## src/design/pow5_pkg.sv

```systemverilog
// Arithmetic path constants and types: word width, data word, pipeline depth, operand range
`default_nettype none

package pow5_pkg;

    // ------------------------------
    // Word format
    // ------------------------------

    // Operands and results share one width, products wrap modulo 2**12
    localparam int data_width = 12;

    typedef logic [data_width - 1:0] data_t;

    // ------------------------------
    // Pipeline and operand range
    // ------------------------------

    // Square, fourth power, fifth power
    localparam int pipe_stages = 3;

    // Operand counter runs 0 .. max_operand
    localparam int max_operand = 5;

endpackage

`default_nettype wire

```

## src/design/display_pkg.sv

```systemverilog
// Display definitions: digit count, segment type, hex decode table, blank pattern
`default_nettype none

package display_pkg;

    // Four digit multiplexed display
    localparam int num_digits = 4;

    // Segment order a b c d e f g h, h is the dot and sits in bit 0
    typedef logic [7:0] seg_t;

    // ------------------------------
    // Hex decode, active high
    // ------------------------------

    localparam seg_t hex_segments [16] = '{
        8'hFC, 8'h60, 8'hDA, 8'hF2,   // 0 1 2 3
        8'h66, 8'hB6, 8'hBE, 8'hE0,   // 4 5 6 7
        8'hFE, 8'hF6, 8'hEE, 8'h3E,   // 8 9 A b
        8'h9C, 8'h7A, 8'h9E, 8'h8E    // C d E F
    };

    // All segments dark
    localparam seg_t seg_blank = 8'h00;

endpackage

`default_nettype wire

```

## src/design/display_feed_if.sv

```systemverilog
// Display feed interface: operand, FIFO head and handshake status for the scanner
`timescale 1ns/1ps
`default_nettype none

interface display_feed_if import pow5_pkg::*; ();

    data_t operand;
    data_t result;
    logic  up_rdy;
    logic  down_vld;

    // Input side owns the operand
    modport operand_src (
        output operand
    );

    // Processing side owns the head word and the handshake status
    modport status_src (
        output result,
        output up_rdy,
        output down_vld
    );

    // Display side only looks
    modport sink (
        input operand,
        input result,
        input up_rdy,
        input down_vld
    );

endinterface

`default_nettype wire

```

## src/design/operand_counter.sv

```systemverilog
// Input side: wrapping operand counter stepped by accepted upstream transfers
`timescale 1ns/1ps
`default_nettype none

module operand_counter import pow5_pkg::*; (
    input  logic                       slow_clk,
    input  logic                       rst,
    input  logic                       up_vld,
    input  logic                       up_rdy,
    display_feed_if.operand_src        feed
);

    localparam int cnt_width = $clog2(max_operand + 1);

    logic [cnt_width - 1:0] cnt_q;
    logic                   up_xfer;

    assign up_xfer = up_vld & up_rdy;

    // Step only on a real transfer so the offered word stays stable
    always_ff @(posedge slow_clk or posedge rst) begin
        if (rst) begin
            cnt_q <= '0;
        end else if (up_xfer) begin
            if (cnt_q == cnt_width'(max_operand)) begin
                cnt_q <= '0;
            end else begin
                cnt_q <= cnt_q + 1'b1;
            end
        end
    end

    assign feed.operand = data_t'(cnt_q);

endmodule

`default_nettype wire

```

## src/design/pow5_pipeline.sv

```systemverilog
// Three stage x**5 pipeline with per-stage valid bits, products truncated to the word width
`timescale 1ns/1ps
`default_nettype none

module pow5_pipeline import pow5_pkg::*; (
    input  logic  slow_clk,
    input  logic  rst,
    input  logic  in_vld,
    input  data_t in_data,
    output logic  out_vld,
    output data_t out_data
);

    // Valid bit per stage, index 0 is the first stage
    logic [pipe_stages - 1:0] vld_q;

    data_t s1_sq;
    data_t s1_x;
    data_t s2_p4;
    data_t s2_x;
    data_t s3_p5;

    // ------------------------------
    // Valid tracking
    // ------------------------------

    // No stall path, back-pressure lives in the credit counter
    always_ff @(posedge slow_clk or posedge rst) begin
        if (rst) begin
            vld_q <= '0;
        end else begin
            vld_q <= {vld_q[pipe_stages - 2:0], in_vld};
        end
    end

    // ------------------------------
    // Datapath
    // ------------------------------

    // Stage 1: x**2
    always_ff @(posedge slow_clk) begin
        if (in_vld) begin
            s1_sq <= in_data * in_data;
            s1_x  <= in_data;
        end
    end

    // Stage 2: x**4, operand rides along
    always_ff @(posedge slow_clk) begin
        if (vld_q[0]) begin
            s2_p4 <= s1_sq * s1_sq;
            s2_x  <= s1_x;
        end
    end

    // Stage 3: x**5
    always_ff @(posedge slow_clk) begin
        if (vld_q[1]) begin
            s3_p5 <= s2_p4 * s2_x;
        end
    end

    assign out_vld  = vld_q[pipe_stages - 1];
    assign out_data = s3_p5;

endmodule

`default_nettype wire

```

## src/design/result_fifo.sv

```systemverilog
// Result FIFO: circular buffer with occupancy count and combinational head word
`timescale 1ns/1ps
`default_nettype none

module result_fifo import pow5_pkg::*; #(
    parameter int fifo_depth = 4
) (
    input  logic  slow_clk,
    input  logic  rst,
    input  logic  wr_en,
    input  data_t wr_data,
    input  logic  rd_en,
    output data_t rd_data,
    output logic  not_empty
);

    localparam int ptr_width = (fifo_depth > 1) ? $clog2(fifo_depth) : 1;
    localparam int cnt_width = $clog2(fifo_depth + 1);

    data_t                  mem [fifo_depth];
    logic [ptr_width - 1:0] wr_ptr_q;
    logic [ptr_width - 1:0] rd_ptr_q;
    logic [cnt_width - 1:0] count_q;
    logic                   full;
    logic                   wr_fire;
    logic                   rd_fire;

    assign full      = count_q == cnt_width'(fifo_depth);
    assign not_empty = count_q != '0;
    assign wr_fire   = wr_en & ~full;
    assign rd_fire   = rd_en & not_empty;

    // Storage
    always_ff @(posedge slow_clk) begin
        if (wr_fire) begin
            mem[wr_ptr_q] <= wr_data;
        end
    end

    // ------------------------------
    // Pointers and occupancy
    // ------------------------------

    // Explicit wrap so a depth that is not a power of two works too
    always_ff @(posedge slow_clk or posedge rst) begin
        if (rst) begin
            wr_ptr_q <= '0;
            rd_ptr_q <= '0;
            count_q  <= '0;
        end else begin
            if (wr_fire) begin
                wr_ptr_q <= (wr_ptr_q == ptr_width'(fifo_depth - 1)) ? '0 : wr_ptr_q + 1'b1;
            end
            if (rd_fire) begin
                rd_ptr_q <= (rd_ptr_q == ptr_width'(fifo_depth - 1)) ? '0 : rd_ptr_q + 1'b1;
            end
            if (wr_fire & ~rd_fire) begin
                count_q <= count_q + 1'b1;
            end else if (rd_fire & ~wr_fire) begin
                count_q <= count_q - 1'b1;
            end
        end
    end

    // Head word, valid whenever not_empty is high
    assign rd_data = mem[rd_ptr_q];

endmodule

`default_nettype wire

```

## src/design/pow5_credit_unit.sv

```systemverilog
// Processing side: credit counter around the x**5 pipeline and the result FIFO
`timescale 1ns/1ps
`default_nettype none

module pow5_credit_unit import pow5_pkg::*; #(
    parameter int fifo_depth = 4
) (
    input  logic                slow_clk,
    input  logic                rst,
    input  logic                up_vld,
    input  data_t               up_data,
    input  logic                down_rdy,
    output data_t               down_data,
    display_feed_if.status_src  feed
);

    localparam int credit_width = $clog2(fifo_depth + 1);

    logic [credit_width - 1:0] credit_q;
    logic [credit_width - 1:0] credit_d;
    logic                      up_rdy_q;
    logic                      up_xfer;
    logic                      down_xfer;
    logic                      pipe_vld;
    data_t                     pipe_data;
    data_t                     head;
    logic                      not_empty;

    assign up_xfer   = up_vld & up_rdy_q;
    assign down_xfer = not_empty & down_rdy;

    // ------------------------------
    // Credits
    // ------------------------------

    // One credit per FIFO slot, taken at entry and returned at exit
    always_comb begin
        credit_d = credit_q;
        if (up_xfer & ~down_xfer) begin
            credit_d = credit_q - 1'b1;
        end else if (down_xfer & ~up_xfer) begin
            credit_d = credit_q + 1'b1;
        end
    end

    // Ready is registered from the next count, so it never lags the credits
    always_ff @(posedge slow_clk or posedge rst) begin
        if (rst) begin
            credit_q <= credit_width'(fifo_depth);
            up_rdy_q <= 1'b1;
        end else begin
            credit_q <= credit_d;
            up_rdy_q <= credit_d != '0;
        end
    end

    pow5_pipeline pow5_pipeline_i (
        .slow_clk (slow_clk),
        .rst      (rst),
        .in_vld   (up_xfer),
        .in_data  (up_data),
        .out_vld  (pipe_vld),
        .out_data (pipe_data)
    );

    result_fifo #(.fifo_depth(fifo_depth)) result_fifo_i (
        .slow_clk  (slow_clk),
        .rst       (rst),
        .wr_en     (pipe_vld),
        .wr_data   (pipe_data),
        .rd_en     (down_xfer),
        .rd_data   (head),
        .not_empty (not_empty)
    );

    assign down_data     = head;
    assign feed.result   = head;
    assign feed.up_rdy   = up_rdy_q;
    assign feed.down_vld = not_empty;

endmodule

`default_nettype wire

```

## src/design/segment_scanner.sv

```systemverilog
// Display side: digit scan, hex to segment decode and blanking of idle handshake sides
`timescale 1ns/1ps
`default_nettype none

module segment_scanner import display_pkg::*; #(
    parameter int refresh_cycles = 4
) (
    input  logic                      slow_clk,
    input  logic                      rst,
    display_feed_if.sink              feed,
    output seg_t                      abcdefgh,
    output logic [num_digits - 1:0]   digit
);

    localparam int refresh_width = (refresh_cycles > 1) ? $clog2(refresh_cycles) : 1;

    logic [refresh_width - 1:0] refresh_q;
    logic [num_digits - 1:0]    digit_q;
    logic                       step;
    logic [4 * num_digits - 1:0] nibbles;
    logic [3:0]                 nibble;
    logic                       blank;

    // ------------------------------
    // Scan timing
    // ------------------------------

    assign step = refresh_q == refresh_width'(refresh_cycles - 1);

    // Rightmost digit first, then one place left per refresh period
    always_ff @(posedge slow_clk or posedge rst) begin
        if (rst) begin
            refresh_q <= '0;
            digit_q   <= num_digits'(1);
        end else if (step) begin
            refresh_q <= '0;
            digit_q   <= {digit_q[num_digits - 2:0], digit_q[num_digits - 1]};
        end else begin
            refresh_q <= refresh_q + 1'b1;
        end
    end

    // ------------------------------
    // Digit contents
    // ------------------------------

    // Left digit is the operand, the rest the FIFO head
    assign nibbles = {feed.operand[3:0], feed.result[11:0]};

    always_comb begin
        nibble = '0;
        for (int i = 0; i < num_digits; i++) begin
            if (digit_q[i]) begin
                nibble = nibbles[4 * i +: 4];
            end
        end
    end

    // Dark when the matching side has nothing to offer
    assign blank = (digit_q[num_digits - 1] & ~feed.up_rdy)
                 | ((|digit_q[num_digits - 2:0]) & ~feed.down_vld);

    assign abcdefgh = blank ? seg_blank : hex_segments[nibble];
    assign digit    = digit_q;

endmodule

`default_nettype wire

```

## src/design/pow5_board_top.sv

```systemverilog
// Board top: keys to handshakes, operand counter, credit unit, display scanner and LEDs
`timescale 1ns/1ps
`default_nettype none

module pow5_board_top import pow5_pkg::*; import display_pkg::*; #(
    parameter int fifo_depth     = 4,
    parameter int refresh_cycles = 4
) (
    input  logic                    slow_clk,
    input  logic                    rst,
    input  logic [1:0]              key,
    output data_t                   up_data,
    output logic                    up_rdy,
    output logic                    down_vld,
    output data_t                   down_data,
    output seg_t                    abcdefgh,
    output logic [num_digits - 1:0] digit,
    output logic [3:0]              led
);

    logic up_vld;
    logic down_rdy;

    // Key 1 offers an operand, key 0 takes a result
    assign up_vld   = key[1];
    assign down_rdy = key[0];

    display_feed_if feed ();

    operand_counter operand_counter_i (
        .slow_clk (slow_clk),
        .rst      (rst),
        .up_vld   (up_vld),
        .up_rdy   (feed.up_rdy),
        .feed     (feed)
    );

    pow5_credit_unit #(.fifo_depth(fifo_depth)) pow5_credit_unit_i (
        .slow_clk  (slow_clk),
        .rst       (rst),
        .up_vld    (up_vld),
        .up_data   (feed.operand),
        .down_rdy  (down_rdy),
        .down_data (down_data),
        .feed      (feed)
    );

    segment_scanner #(.refresh_cycles(refresh_cycles)) segment_scanner_i (
        .slow_clk (slow_clk),
        .rst      (rst),
        .feed     (feed),
        .abcdefgh (abcdefgh),
        .digit    (digit)
    );

    // ------------------------------
    // Handshake pins and LEDs
    // ------------------------------

    assign up_data  = feed.operand;
    assign up_rdy   = feed.up_rdy;
    assign down_vld = feed.down_vld;
    assign led      = {up_vld, feed.up_rdy, feed.down_vld, down_rdy};

endmodule

`default_nettype wire

```

## config.mk

```make
export PLATFORM = sky130hd
export DESIGN_NAME = pow5_board_top
export DESIGN_NICKNAME = d
export VERILOG_FILES = /design/src/design/pow5_pkg.sv /design/src/design/display_pkg.sv /design/src/design/display_feed_if.sv /design/src/design/operand_counter.sv /design/src/design/pow5_pipeline.sv /design/src/design/result_fifo.sv /design/src/design/pow5_credit_unit.sv /design/src/design/segment_scanner.sv /design/src/design/pow5_board_top.sv
export SDC_FILE = /design/constraint.sdc
export NUM_CORES = 1
export LEC_CHECK = 0
export BUFFER_PORTS_ARGS = -buffer_cell sky130_fd_sc_hd__buf_2
export CORE_MARGIN = 10
export CORE_UTILIZATION = 45
export DETAILED_ROUTE_END_ITERATION = 7
export GPL_TIMING_DRIVEN = 1
export PLACE_DENSITY = 0.64
export REMOVE_ABC_BUFFERS = 1
export SLEW_MARGIN = 20
export SYNTH_ARGS = -nofsm -noshare
export SYNTH_HDL_FRONTEND = slang
export SYNTH_SLANG_ARGS = --single-unit
```

## constraint.sdc

```tcl
create_clock -name slow_clk -period 9.8 [get_ports slow_clk]
set_input_delay 1.47 -clock slow_clk [delete_from_list [all_inputs] [get_ports slow_clk]]
set_output_delay 1.47 -clock slow_clk [all_outputs]
set_load 0.01 [all_outputs]
```

# After elaboration in Yosys (flattened, before gate mapping)
# Memories as Yosys holds them, arrays and structs flattened.
# Index checks and enable logic that the tools add are counted.
totals:
  register_bits: 65
  mem_bits_rw: 48
  mem_bits_ro: 128
  memories: 2
  inputBits: 4
classes:
  mul: 3
  mux: 17
  magnitude_cmp: 1
  n_eq_ne: 5
  addsub: 8
  bitwise: 19
  n_reduce_logical: 4
memory_table:
  columns: ["memory", "depth", "word_bits", "rd", "rd_ports_with_merged_regs", "write_ports", "line_no", "source"]
  rows:
  - ["(name not given)", 16, 8, 1, 0, 0, "segment_scanner.sv:63", "assign abcdefgh = blank ? seg_blank : hex_segments[nibble];"]
  - ["pow5_credit_unit_i.result_fifo_i.mem", 4, 12, 1, 0, 1, "result_fifo.sv:20", "data_t mem [fifo_depth];"]
op_table:
  columns: ["op", "n"]
  rows:
  - ["$mux W8", 3]
  - ["$mux W4", 4]
  - ["$mux W3", 5]
  - ["$mul A12 B12 Y12", 1]
  - ["$mul A12 B3 Y12", 1]
  - ["$and A1 B1 Y1", 10]
  - ["$add A3 B1 Y3 const B", 3]
  - ["$not A1 Y1", 7]
  - ["$add A2 B1 Y2 const B", 3]
  - ["$eq A2 B2 Y1 const B", 3]
  - ["$eq A3 B3 Y1 const B", 2]
  - ["$mul A3 B3 Y6", 1]
  - ["$mux W2", 3]
  - ["$reduce_bool A3 Y1", 2]
  - ["$sub A3 B1 Y3 const B", 2]
  - ["$ge A5 B5 Y1 const B", 1]
  - ["$not A4 Y5", 1]
  - ["$reduce_or A3 Y1", 1]
  - ["$mux W1", 2]
  - ["$reduce_bool A2 Y1", 1]
  - ["$or A1 B1 Y1", 1]

# Longest topological paths before layout
# Gate-level depths: netlist of run 1.
# An unclocked memory read counts as a cell.
logic_depth:
  depth_word: 10
  mapped_depth: 16
  mapped_depth_nobuf: 16

# Cells and area by module
# From an unflattened synthesis of run 1, not the netlist that was laid out.
hier_totals:
  hier_cells: 874
  hier_area_um2: 10139.7
modules_own_cells:
  columns: ["mod", "instances", "area_each_um2", "cells_per_inst"]
  rows:
  - ["pow5_pipeline", 1, 6562.5, 624]
  - ["result_fifo", 1, 2204.6, 100]
  - ["segment_scanner", 1, 750.7, 79]
  - ["pow5_credit_unit", 1, 382.9, 46]
  - ["operand_counter", 1, 209.0, 21]
  - ["pow5_board_top", 1, 30.0, 4]

# Least setup slack after synthesis of run 1
# No wires, ideal clock.
synth_timing:
  path_kind: "reg-to-reg"
  startpoint: "reg pow5_credit_unit_i.pow5_pipeline_i.s1_sq[2]"
  endpoint: "reg pow5_credit_unit_i.pow5_pipeline_i.s2_p4[11], data pin"
  required_ps: 9540
  path_slack_ps: 5990
  path_buffers: 0
  synth_period_minus_slack_ps: 3810
  stages_incl_launch_ff: 15
  t_arrival_ps: 3550
  cell_sequence: "edfxtp_1 and2_1 fa_1 ha_1 fa_1 ha_1 inv_1 fa_1 inv_1 ha_1 nor2b_1 o21a_1 nor4_1 nor3_1 xnor2_1"
synth_via:
  elab_chain_len: 1
synth_lines:
  columns: ["item", "line_no", "source"]
  rows:
  - ["start, declared", "pow5_pipeline.sv:17", "data_t s1_sq;"]
  - ["start signal, assigned", "pow5_pipeline.sv:43", "s1_sq <= in_data * in_data;"]
  - ["$mul A12 B12 Y12", "pow5_pipeline.sv:51", "s2_p4 <= s1_sq * s1_sq;"]
  - ["end signal, assigned", "pow5_pipeline.sv:51", null]
  - ["end, declared", "pow5_pipeline.sv:19", "data_t s2_p4;"]
# Every way passes these cells.
# A chain may end at the register's enable or synchronous reset.

# Worst setup path in the final report of run 1
layout_timing:
  startpoint: "reg pow5_credit_unit_i.result_fifo_i.rd_ptr_q[1]"
  endpoint: "out abcdefgh[7]"
layout_via:
  elab_chain_len: 10
layout_lines:
  columns: ["item", "line_no", "source"]
  rows:
  - ["start, declared", "result_fifo.sv:22", "logic [ptr_width - 1:0] rd_ptr_q;"]
  - ["start signal, assigned", "result_fifo.sv:55", "rd_ptr_q <= (rd_ptr_q == ptr_width'(fifo_depth - 1)) ? '0 : rd_ptr_q + 1'b1;"]
  - ["$mem_v2 Z4 W12 *", null, null]
  - ["$mux W4 (2 in series)", "segment_scanner.sv:53", "if (digit_q[i]) begin"]
  - ["$mux W4 * (2 in series)", "segment_scanner.sv:53", null]
  - ["$not A4 Y5 (not written as such) *", "segment_scanner.sv:63", null]
  - ["$mem_v2 Z16 W8 *", null, null]
  - ["$mux W8 (not written as such) * (2 in series)", "segment_scanner.sv:63", null]
  - ["$mux W8 *", "segment_scanner.sv:63", null]
  - ["end, declared", "pow5_board_top.sv:16", "output seg_t abcdefgh,"]
# Mark *: on every way between the ends. The rest lies on a longest branch, timed or not. The select of a mux whose other input is x is not followed.

==> flow_summary_export.csv, run 1 <==
group,metric,value,unit
status,status,"finished clean",
clock_network,ctsResizeCount,0,
timing,setup_viol,0,
timing,slew_violations,0,
power,comb_power_share,2.8,%
floorplanning,io_pins,46,
setup_path,setup.worst_path.class,"flip-flop to output pin",
power,peakVddDrop,0.0902,mV
route,wire_per_inst,14.6,um
route,drtIter0Drc,108,
clock_network,tritoncts,"done",
setup_path,slowest_delay,1.02,ns
clock_network,post_cts_buffers,0,
placed_design,dp_hpwl,7900,um
timing,finClkSkew,0.00879,ns
run,cap_violations,0,
setup_path,cp_data_required_time,8.33,ns
timing,max_freq,203,MHz
route,first_pass_iters,4,
synthesis,ys_seq_area_share,50.4,%
synthesis,synth_ff_type,"edfxtp_1",
timing,max_slew_margin,31.5,%
route,vias_per_cell,4.96,
power,p_leak,0.00278,uW
timing,tightest_slew,1.03,ns
clock_network,clk_latency,0.35,ns
setup_path,critical_path.cell_chain,"mux2i_1, o32ai_1, nor3_1, o31a_1, inv_1, ha_1, or3_1, o221a_1, nor2_1, buf_2",
clock_network,hold_buffers,0,
floorplanning,die_area,18100,um2
grt,grt_usage,11.6,%
synthesis,ys_ff_latch,103,
synthesis,yosysUniqueCellTypes,54,
final_layout,nFillCells,1115,
power,total_power,820,uW
floorplanning,start_util,46.3,%
clock_network,cts_root_buf,"clkbuf_16",
setup_path,startpoint_type,"flip-flop",
grt,grt_overflow,0,
grt,grt_max_degree,28,
clock_network,cts.sinks,103,
power,pwr-share-seq,56.9,%
placed_design,io_buffers,35,
route,wl,10200,um
floorplanning,rows,41,
clock_network,htree_num_levels,3,
timing,setup_tns,0,ns
setup_path,crit_path_end_kind,"output pin",
timing,rsz0062_at_grt,"no",
power,switchingPower,170,uW
clock_network,numCtsBuffers,9,
placed_design,gp_congestion,0.847,
synthesis,async_reset_ff_share,22.3,%
synthesis,synth_edf_count,80,
min_path,hp-class,"flip-flop to flip-flop",
grt,grt_pass1_vias,3545,
power,p_int,650,uW
clock_network,clkTransAtPathRegs,0.07,ns
floorplanning,die_w,135,um
power,p_per_area,127,nW/um2
synthesis,avgSynthCellArea,12.3,um2
grt,grt_pass1_wl,16900,um
floorplanning,die_y,135,um
final_layout,fin_nets,588,
floorplanning,core_area,12800,um2
setup_path,slowest_stage,"dfrtp_1",
synthesis,syn_inst,482,
final_layout,area_growth,9.28,%
setup_path,crit_arrival,3.46,ns
timing,hold_viol_final,0,
grt,antenna_found_initial,0,
synthesis,synth_area,5920,um2
clock_network,cts_max_path_buffers,2,
route,vias,3460,
synthesis,yosysWarningCount,0,
power,clkPwrFrac,40.3,%
route,drc,0,
final_layout,multi_input_area,2610,um2
power,sw_frac_of_total,20.7,%
final_layout,ff_latch_area,2980,um2
timing,fin_crit_sh,50.3,%
final_layout,n_antenna_cell,0,
route,drtAntennaViolNets,0,
timing,hold_slack,0.424,ns
timing,min_period,4.93,ns
final_layout,drive_above_1_share,13.5,%
setup_path,crit_fanout,22,
-- cell usage after synthesis, types with 3 or more instances --
| cell | count | area, um2 |
|---|---|---|
| a21o_1 | 5 | 37.5 |
| a21oi_1 | 12 | 60.1 |
| a221oi_1 | 3 | 26.3 |
| and2_1 | 20 | 125 |
| buf_2 | 3 | 15.0 |
| buf_4 | 15 | 113 |
| clkbuf_1 | 3 | 11.3 |
| dfrtp_1 | 20 | 500 |
| dfstp_2 | 3 | 78.8 |
| edfxtp_1 | 80 | 2400 |
| fa_1 | 19 | 380 |
| ha_1 | 45 | 563 |
| inv_1 | 54 | 203 |
| mux2_2 | 7 | 78.8 |
| mux2i_1 | 19 | 190 |
| nand2_1 | 47 | 176 |
| nand2b_1 | 8 | 50.1 |
| nor2_1 | 18 | 67.6 |
| nor2b_1 | 9 | 56.3 |
| nor3_1 | 10 | 50.1 |
| o21ai_0 | 10 | 50.1 |
| o22ai_1 | 3 | 18.8 |
| or3_1 | 4 | 25.0 |
| xnor2_1 | 19 | 166 |
| xor2_1 | 8 | 70.1 |
-- per-stage QoR --
stage,setup slack [ns],util (%),cells,area (um2)
finish,4.87,50.6,697,6470
floorplan,5.60,-,474,5800
global placement,5.32,48.4,681,6190
detailed placement,5.23,48.4,681,6190
CTS,4.86,50.6,697,6470
global route,4.61,50.6,697,6470
-- cell type report --
type	instances	share of cell area (%)
sequential	103	46.1
tap	172	3.33
clock buffer	9	3.48
timing repair buffer	35	2.71
multi-input combinational	316	40.3
clock inverter	7	0.851
inverter	55	3.19
-- power groups by stage --
stage               registers, uW  clock network [uW]  logic (uW)
global route                  466                 357        27.6
CTS                           467                 341        23.4
global placement              476                   0        22.2
finish                        467                 331        23.0
floorplan                     476                   0        18.2
detailed placement            476                   0        23.3
-- per-layer routing --
| layer | wire [um] | GRT usage, % | up-vias |
|---|---|---|---|
| met3 | 460 | 2.74 | 11 |
| met1 | 4190 | 13.0 | 1695 |
| li1 | - | - | 1700 |
| met4 | 155 | 4.72 | 0 |
| met5 | 0 | 0 | - |
| met2 | 5350 | 20.8 | 54 |
-- path summary, 6_finish.rpt --
path / start / end / slack, ns / cells past startpoint
min in group asynchronous: rst / pow5_credit_unit_i.result_fifo_i.count_q[0]$_DFFE_PP0P_ / 1.32 / 2
max reg2reg: pow5_credit_unit_i.pow5_pipeline_i.s1_sq[2]$_DFFE_PP_ / pow5_credit_unit_i.pow5_pipeline_i.s2_p4[11]$_DFFE_PP_ / 5.78 / 14
max in group asynchronous: rst / segment_scanner_i.digit[1]$_DFFE_PP0P_ / 7.91 / 2
min: pow5_credit_unit_i.pow5_pipeline_i.s1_x[1]$_DFFE_PP_ / pow5_credit_unit_i.pow5_pipeline_i.s2_x[1]$_DFFE_PP_ / 0.42 / 0
min reg2reg: pow5_credit_unit_i.pow5_pipeline_i.s1_x[1]$_DFFE_PP_ / pow5_credit_unit_i.pow5_pipeline_i.s2_x[1]$_DFFE_PP_ / 0.42 / 0
max: pow5_credit_unit_i.result_fifo_i.rd_ptr_q[1]$_DFFE_PP0P_ / abcdefgh[7] / 4.87 / 10
-- registers in the layout, indices dropped and copies added (netlist names) --
register                                     flops
operand_counter_i.cnt_q                          3
pow5_credit_unit_i.credit_q                      3
pow5_credit_unit_i.feed.up_rdy                   1
pow5_credit_unit_i.pow5_pipeline_i.out_data     12
pow5_credit_unit_i.pow5_pipeline_i.s1_sq         4
pow5_credit_unit_i.pow5_pipeline_i.s1_x          3
pow5_credit_unit_i.pow5_pipeline_i.s2_p4        11
pow5_credit_unit_i.pow5_pipeline_i.s2_x          2
pow5_credit_unit_i.pow5_pipeline_i.vld_q         3
pow5_credit_unit_i.result_fifo_i.count_q         3
pow5_credit_unit_i.result_fifo_i.mem            48
pow5_credit_unit_i.result_fifo_i.rd_ptr_q        2
pow5_credit_unit_i.result_fifo_i.wr_ptr_q        2
segment_scanner_i.digit                          4
segment_scanner_i.refresh_q                      2
-- logic make-up after synthesis --
logic type | after synthesis | share of synthesized area (%)
simple gates | 120 | 9.77
flops | 103 | 50.4
buf+inv | 80 | 6.62
fa+ha+maj | 64 | 15.9
compound gates | 53 | 6.30
mux | 33 | 6.89
xor+xnor | 27 | 3.99
other cells | 2 | 0.127
-- worst max-delay path: cells and delay by family, from the launching register on --
kind	cells	cell delay, ns
AO/OA/AOI/OAI	3	0.54
AND/OR/NAND/NOR	3	0.72
adder cells (fa/ha/maj)	1	0.24
buffers and inverters	2	0.26
flip-flops	1	1.02
multiplexers	1	0.33
-- cell usage in the layout (no fill, tap or decap), types with 3 or more instances in the layout --
cell / netlist / routed
edfxtp_1: 80 / 80
inv_1: 54 / 54
nand2_1: 47 / 47
ha_1: 45 / 45
buf_2: 3 / 35
and2_1: 20 / 20
dfrtp_1: 20 / 20
xnor2_1: 19 / 19
mux2i_1: 19 / 19
fa_1: 19 / 19
conb_1: 2 / 19
nor2_1: 18 / 18
a21oi_1: 12 / 12
nor3_1: 10 / 10
o21ai_0: 10 / 10
nor2b_1: 9 / 9
clkbuf_16: 0 / 9
nand2b_1: 8 / 8
xor2_1: 8 / 8
mux2_2: 7 / 7
a21o_1: 5 / 5
or3_1: 4 / 4
o22ai_1: 3 / 3
a221oi_1: 3 / 3
inv_6: 0 / 3
dfstp_2: 3 / 3
No activity file was read; power rests on OpenSTA's default activity.
==> run 2, diff against run 1 <==
- PLACE_DENSITY: 0.64 -> 0.66
- clock period: 9.8 -> 4.4 ns (I/O delays scaled with it)
==> run 2 against run 1 <==
Against the previous run: sequential share of layout area fell by 0.11 points; core utilization is 0.12 points higher; global-route usage fell by 0.23 points; sequential power is 120% higher; die area unchanged; register-to-register slack got worse by 5.4 ns; wire length is 4.2% lower; worst setup slack lost 4.5 ns; cell count increased by 0.43%.
==> flow_summary_export.csv, run 2 (synthesis gave the netlist of run 1 again) <==
group,metric,value,unit
final_layout,postLayoutCoreUtil,50.8,%
setup_path,reg2reg_depth,14,
power,total_power,1810,uW
route,vias,3421,
floorplanning,start_util,46.3,%
floorplanning,die_y,135,um
floorplanning,core_area,12800,um2
grt,grt_overflow,0,
timing,min_period,4.04,ns
route,drtAntennaViolNets,0,
grt,grt_max_degree,24,
route,wl,9720,um
final_layout,final_cell_mix,"edfxtp_1 (80), inv_1 (54), nand2_1 (47)",
clock_network,ctsResizeCount,0,
clock_network,hold_buffers,0,
timing,max_freq,248,MHz
power,peakVddDrop,0.199,mV
power,p_leak,0.00280,uW
final_layout,fin_nets,591,
setup_path,crit_arrival,4.13,ns
final_layout,n_antenna_cell,0,
route,first_pass_iters,4,
timing,max_slew_margin,41.1,%
min_path,holdPathStages,0,
placed_design,gp_congestion,0.808,
timing,setup_viol,0,
route,wire_per_inst,13.9,um
clock_network,numCtsBuffers,9,
clock_network,clk_latency,0.35,ns
clock_network,tritoncts,"done",
min_path,min_from,"pow5_credit_unit_i.pow5_pipeline_i.s1_x[2]$_DFFE_PP_",
run,cap_violations,0,
setup_path,path_delay_family,"adder cells",
floorplanning,die_w,135,um
timing,hold_viol_final,0,
placed_design,io_buffers,35,
grt,grt_usage,11.4,%
clock_network,htree_num_levels,3,
clock_network,cts_max_path_buffers,2,
setup_path,path_buf_inv,2,
placed_design,dp_hpwl,7790,um
setup_path,worstSetupStartpoint,"pow5_credit_unit_i.pow5_pipeline_i.s1_sq[2]$_DFFE_PP_",
final_layout,area_growth,9.53,%
setup_path,cp_data_required_time,4.49,ns
timing,rsz0062_at_grt,"no",
final_layout,largest_register_ffs,48,
floorplanning,rows,41,
final_layout,fin_cells,700,
clock_network,cts.sinks,103,
setup_path,reg2reg_from,"pow5_credit_unit_i.pow5_pipeline_i.s1_sq[2]$_DFFE_PP_",
timing,fin_crit_sh,91.7,%
grt,antenna_found_initial,0,
timing,tightest_slew,0.882,ns
placed_design,dp_cells,684,
route,drtIter0Drc,149,
setup_path,crit_path_end_kind,"flip-flop",
setup_path,slowest_delay,0.53,ns
setup_path,slowest_stage,"fa_1",
grt,grt_pass1_vias,3614,
route,vias_per_cell,4.89,
setup_path,startpoint_type,"flip-flop",
timing,setup_tns,0,ns
min_path,hp-class,"flip-flop to flip-flop",
setup_path,cp_num_cells,14,
clock_network,cts_root_buf,"clkbuf_16",
final_layout,drive_above_1_share,13.6,%
floorplanning,io_pins,46,
power,p_per_area,279,nW/um2
clock_network,clkTransAtPathRegs,0.07,ns
timing,slew_violations,0,
final_layout,regMostFlops,"pow5_credit_unit_i.result_fifo_i.mem",
status,status,"finished clean",
setup_path,critical_path.cell_chain,"and2_1, fa_1, ha_1, fa_1, ha_1, inv_1, fa_1, inv_1, ha_1, nor2b_1, o21a_1, nor4_1, nor3_1, xnor2_1",
setup_path,setup.worst_path.class,"flip-flop to flip-flop",
floorplanning,die_area,18100,um2
grt,grt_pass1_wl,16800,um
route,drc,0,
timing,finClkSkew,0.00549,ns
clock_network,post_cts_buffers,0,
final_layout,mostFrequentLayoutCell,"edfxtp_1",
setup_path,crit_fanout,7,
run 2: cell count changes in the layout (fill, tap and decap cells not counted):
| cell | previous run | this run |
|---|---|---|
| buf_4 | 0 | 3 |
| clkinv_1 | 0 | 2 |
| clkinvlp_4 | 2 | 0 |
| clkinv_2 | 0 | 1 |
| clkinv_4 | 1 | 2 |
| clkinvlp_2 | 1 | 0 |
| inv_6 | 3 | 2 |
run 2: per-stage QoR:
stage          instance area (um2)  setup WS, ns  hold WS, ns
2_1_floorplan                 5800         0.590        0.400
3_5_place_dp                  6210         0.345        0.405
5_1_grt                       6480         0.198        0.423
3_3_place_gp                  6210         0.495        0.403
6_report                      6480         0.363        0.420
4_1_cts                       6480         0.340        0.421
run 2: path summary, 6_finish.rpt:
path,end,slack (ns)
max reg2reg,pow5_credit_unit_i.pow5_pipeline_i.s2_p4[11]$_DFFE_PP_,0.36
max,pow5_credit_unit_i.pow5_pipeline_i.s2_p4[11]$_DFFE_PP_,0.36
min,pow5_credit_unit_i.pow5_pipeline_i.s2_x[2]$_DFFE_PP_,0.42
min in group asynchronous,pow5_credit_unit_i.result_fifo_i.rd_ptr_q[0]$_DFFE_PP0P_,0.49
min reg2reg,pow5_credit_unit_i.pow5_pipeline_i.s2_x[2]$_DFFE_PP_,0.42
max in group asynchronous,operand_counter_i.cnt_q[2]$_DFFE_PP0P_,3.36
run 2: final cells by class:
type | count | area, um2
Sequential cell | 103 | 2980
Fill cell | 1124 | 6290
Inverter | 55 | 206
Clock inverter | 7 | 47.5
Tap cell | 172 | 215
Clock buffer | 9 | 225
Timing Repair Buffer | 38 | 198
Multi-Input combinational cell | 316 | 2610
run 2: report_power, final:
group / internal [uW] / switching [uW]
Clock: 384 / 336
Combinational: 19.7 / 30.5
Sequential: 1040 / 0
Total: 1440 / 366
run 2: worst register-to-register path: stages (launching register included):
cell and delay (ns):
edfxtp_1 0.48, and2_1 0.23, fa_1 0.45, ha_1 0.21, fa_1 0.43, ha_1 0.28
inv_1 0.05, fa_1 0.53, inv_1 0.04, ha_1 0.32, nor2b_1 0.14, o21a_1 0.18
nor4_1 0.20, nor3_1 0.11, xnor2_1 0.14
run 2: metal layers:
metal	track usage [%]	wire (um)	vias up
met2	21.1	5080	55
li1	-	-	1703
met4	3.02	125	0
met1	12.0	4070	1651
met3	3.78	440	12
met5	0	0	-
==> run 3, diff against run 2 <==
- CORE_UTILIZATION: 45 -> 55
- HOLD_SLACK_MARGIN: default -> 0.06
- PLACE_DENSITY: 0.66 -> 0.78
- RECOVER_POWER: default -> 50
==> run 3 against run 2 <==
Against the previous run: clock skew grew 0.010 ns; first-iteration DRC count grew 27%; register-to-register slack gained 0.07 ns; critical endpoint unchanged; combinational power grew 3%; sequential power is essentially flat; design area shrank 1.1%; cell count shrank 5.1%; largest power group unchanged.
==> flow_summary_export.csv, run 3 (synthesis gave the netlist of run 1 again) <==
group,metric,value,unit
timing,setup_tns,0,ns
clock_network,clkTransAtPathRegs,0.11,ns
clock_network,htree_num_levels,3,
clock_network,cts_max_path_buffers,2,
setup_path,crit_path_end_kind,"flip-flop",
floorplanning,die_y,124,um
route,drtAntennaViolNets,0,
power,peakVddDrop,0.142,mV
timing,min_period,3.97,ns
timing,finClkSkew,0.0155,ns
final_layout,regMostFlops,"pow5_credit_unit_i.result_fifo_i.mem",
placed_design,io_buffers,35,
status,status,"finished clean",
setup_path,reg2reg_depth,14,
setup_path,slowest_stage,"fa_1",
setup_path,crit_arrival,4.09,ns
route,first_pass_iters,4,
final_layout,largest_register_ffs,48,
power,switchingPower,381,uW
grt,grt_usage,13.8,%
grt,grt_pass1_wl,16900,um
final_layout,fin_nets,591,
route,vias_per_cell,5.21,
power,p_leak,0.00279,uW
final_layout,nFillCells,811,
route,vias,3460,
power,p_per_area,277,nW/um2
min_path,hp-class,"flip-flop to flip-flop",
timing,rsz0062_at_grt,"no",
clock_network,hold_buffers,0,
run,cap_violations,0,
grt,grt_overflow,0,
final_layout,area_growth,8.35,%
power,sw_frac_of_total,21.4,%
route,drc,0,
timing,slew_violations,0,
floorplanning,die_w,124,um
floorplanning,die_area,15300,um2
route,drtIter0Drc,189,
final_layout,final_cell_mix,"edfxtp_1 (80), inv_1 (54), nand2_1 (47)",
timing,tightest_slew,0.898,ns
setup_path,critical_path.cell_chain,"and2_1, fa_1, ha_1, fa_1, ha_1, inv_1, fa_1, inv_1, ha_1, nor2b_1, o21a_1, nor4_1, nor3_1, xnor2_1",
clock_network,cts.sinks,103,
clock_network,cts_root_buf,"clkbuf_8",
clock_network,tritoncts,"done",
clock_network,ctsResizeCount,0,
timing,fin_crit_sh,90.2,%
power,total_power,1780,uW
route,wire_per_inst,15.4,um
power,p_int,1400,uW
clock_network,clk_latency,0.36,ns
power,clkPwrFrac,38.7,%
floorplanning,start_util,56.8,%
min_path,holdPathStages,0,
floorplanning,rows,37,
timing,max_freq,252,MHz
final_layout,n_antenna_cell,0,
setup_path,crit_fanout,7,
grt,grt_pass1_vias,3567,
floorplanning,core_area,10400,um2
timing,max_slew_margin,40.0,%
placed_design,gp_congestion,0.811,
setup_path,cp_data_required_time,4.52,ns
timing,hold_viol_final,0,
timing,hold_slack,0.435,ns
clock_network,post_cts_buffers,0,
power,comb_power_share,2.9,%
setup_path,regToRegSetupSlack,0.43,ns
setup_path,slowest_delay,0.52,ns
final_layout,drive_above_1_share,13.8,%
grt,grt_max_degree,24,
placed_design,dp_hpwl,8090,um
placed_design,placedInstanceArea,6170,um2
timing,setup_viol,0,
power,pwr-share-seq,58.4,%
clock_network,numCtsBuffers,9,
final_layout,fin_area,6410,um2
setup_path,setup.worst_path.class,"flip-flop to flip-flop",
final_layout,mostFrequentLayoutCell,"edfxtp_1",
route,wl,10300,um
setup_path,startpoint_type,"flip-flop",
grt,antenna_found_initial,0,
floorplanning,io_pins,46,
## run 3: changes by cell type in the layout (fill, tap and decap cells not counted), sizes merged
cell / delta
bufinv: +2
clkinv: -2
## run 3: worst paths after layout
| check | from | endpoint |
|---|---|---|
| min in group asynchronous | rst | pow5_credit_unit_i.result_fifo_i.rd_ptr_q[1]$_DFFE_PP0P_ |
| max in group asynchronous | rst | pow5_credit_unit_i.result_fifo_i.wr_ptr_q[1]$_DFFE_PP0P_ |
| max | pow5_credit_unit_i.pow5_pipeline_i.s1_sq[2]$_DFFE_PP_ | pow5_credit_unit_i.pow5_pipeline_i.s2_p4[11]$_DFFE_PP_ |
| max reg2reg | pow5_credit_unit_i.pow5_pipeline_i.s1_sq[2]$_DFFE_PP_ | pow5_credit_unit_i.pow5_pipeline_i.s2_p4[11]$_DFFE_PP_ |
| min | pow5_credit_unit_i.pow5_pipeline_i.s1_x[2]$_DFFE_PP_ | pow5_credit_unit_i.pow5_pipeline_i.s2_x[2]$_DFFE_PP_ |
| min reg2reg | pow5_credit_unit_i.pow5_pipeline_i.s1_x[2]$_DFFE_PP_ | pow5_credit_unit_i.pow5_pipeline_i.s2_x[2]$_DFFE_PP_ |
## run 3: power groups by stage
stage          clock network [uW]  logic, uW  registers (uW)
3_3_place_gp                    0       49.3            1060
4_1_cts                       705       52.4            1040
3_5_place_dp                    0       51.8            1060
6_report                      688       51.9            1040
5_1_grt                       752       60.8            1040
2_1_floorplan                   0       40.6            1060
## run 3: worst max-delay path: cells and delay by family, from the launching register on
family,cells,cell delay (ns)
xor gates and xnor gates,1,0.13
and+or+nand+nor,4,0.65
DFF,1,0.48
buffers and inverters,2,0.09
adders and majority gates,6,2.20
AOI/OAI and AO/OA,1,0.18
## run 3: final cells by class
| cell class | instances | area, um2 | share of cell area (%) |
|---|---|---|---|
| Timing Repair Buffer | 38 | 198 | 3.08 |
| Tap cell | 136 | 170 | 2.65 |
| Inverter | 55 | 206 | 3.22 |
| Multi-Input combinational cell | 316 | 2610 | 40.7 |
| Clock inverter | 7 | 124 | 1.93 |
| Sequential cell | 103 | 2980 | 46.5 |
| Clock buffer | 9 | 124 | 1.93 |
## run 3: stage by stage
step / instances / util (%) / setup WS [ns]
floorplan: 474 / - / 0.590
global placement: 648 / 59.2 / 0.497
detailed placement: 648 / 59.2 / 0.404
CTS: 664 / 61.6 / 0.362
global route: 664 / 61.6 / 0.211
finish: 664 / 61.6 / 0.429
## run 3: layer usage
metal | vias to the layer above | wire, um | track usage (%)
met1 | 1679 | 4170 | 15.5
met3 | 16 | 413 | 2.76
met2 | 62 | 5520 | 25.8
li1 | 1703 | - | -
met5 | - | 0 | 0
met4 | 0 | 144 | 3.93
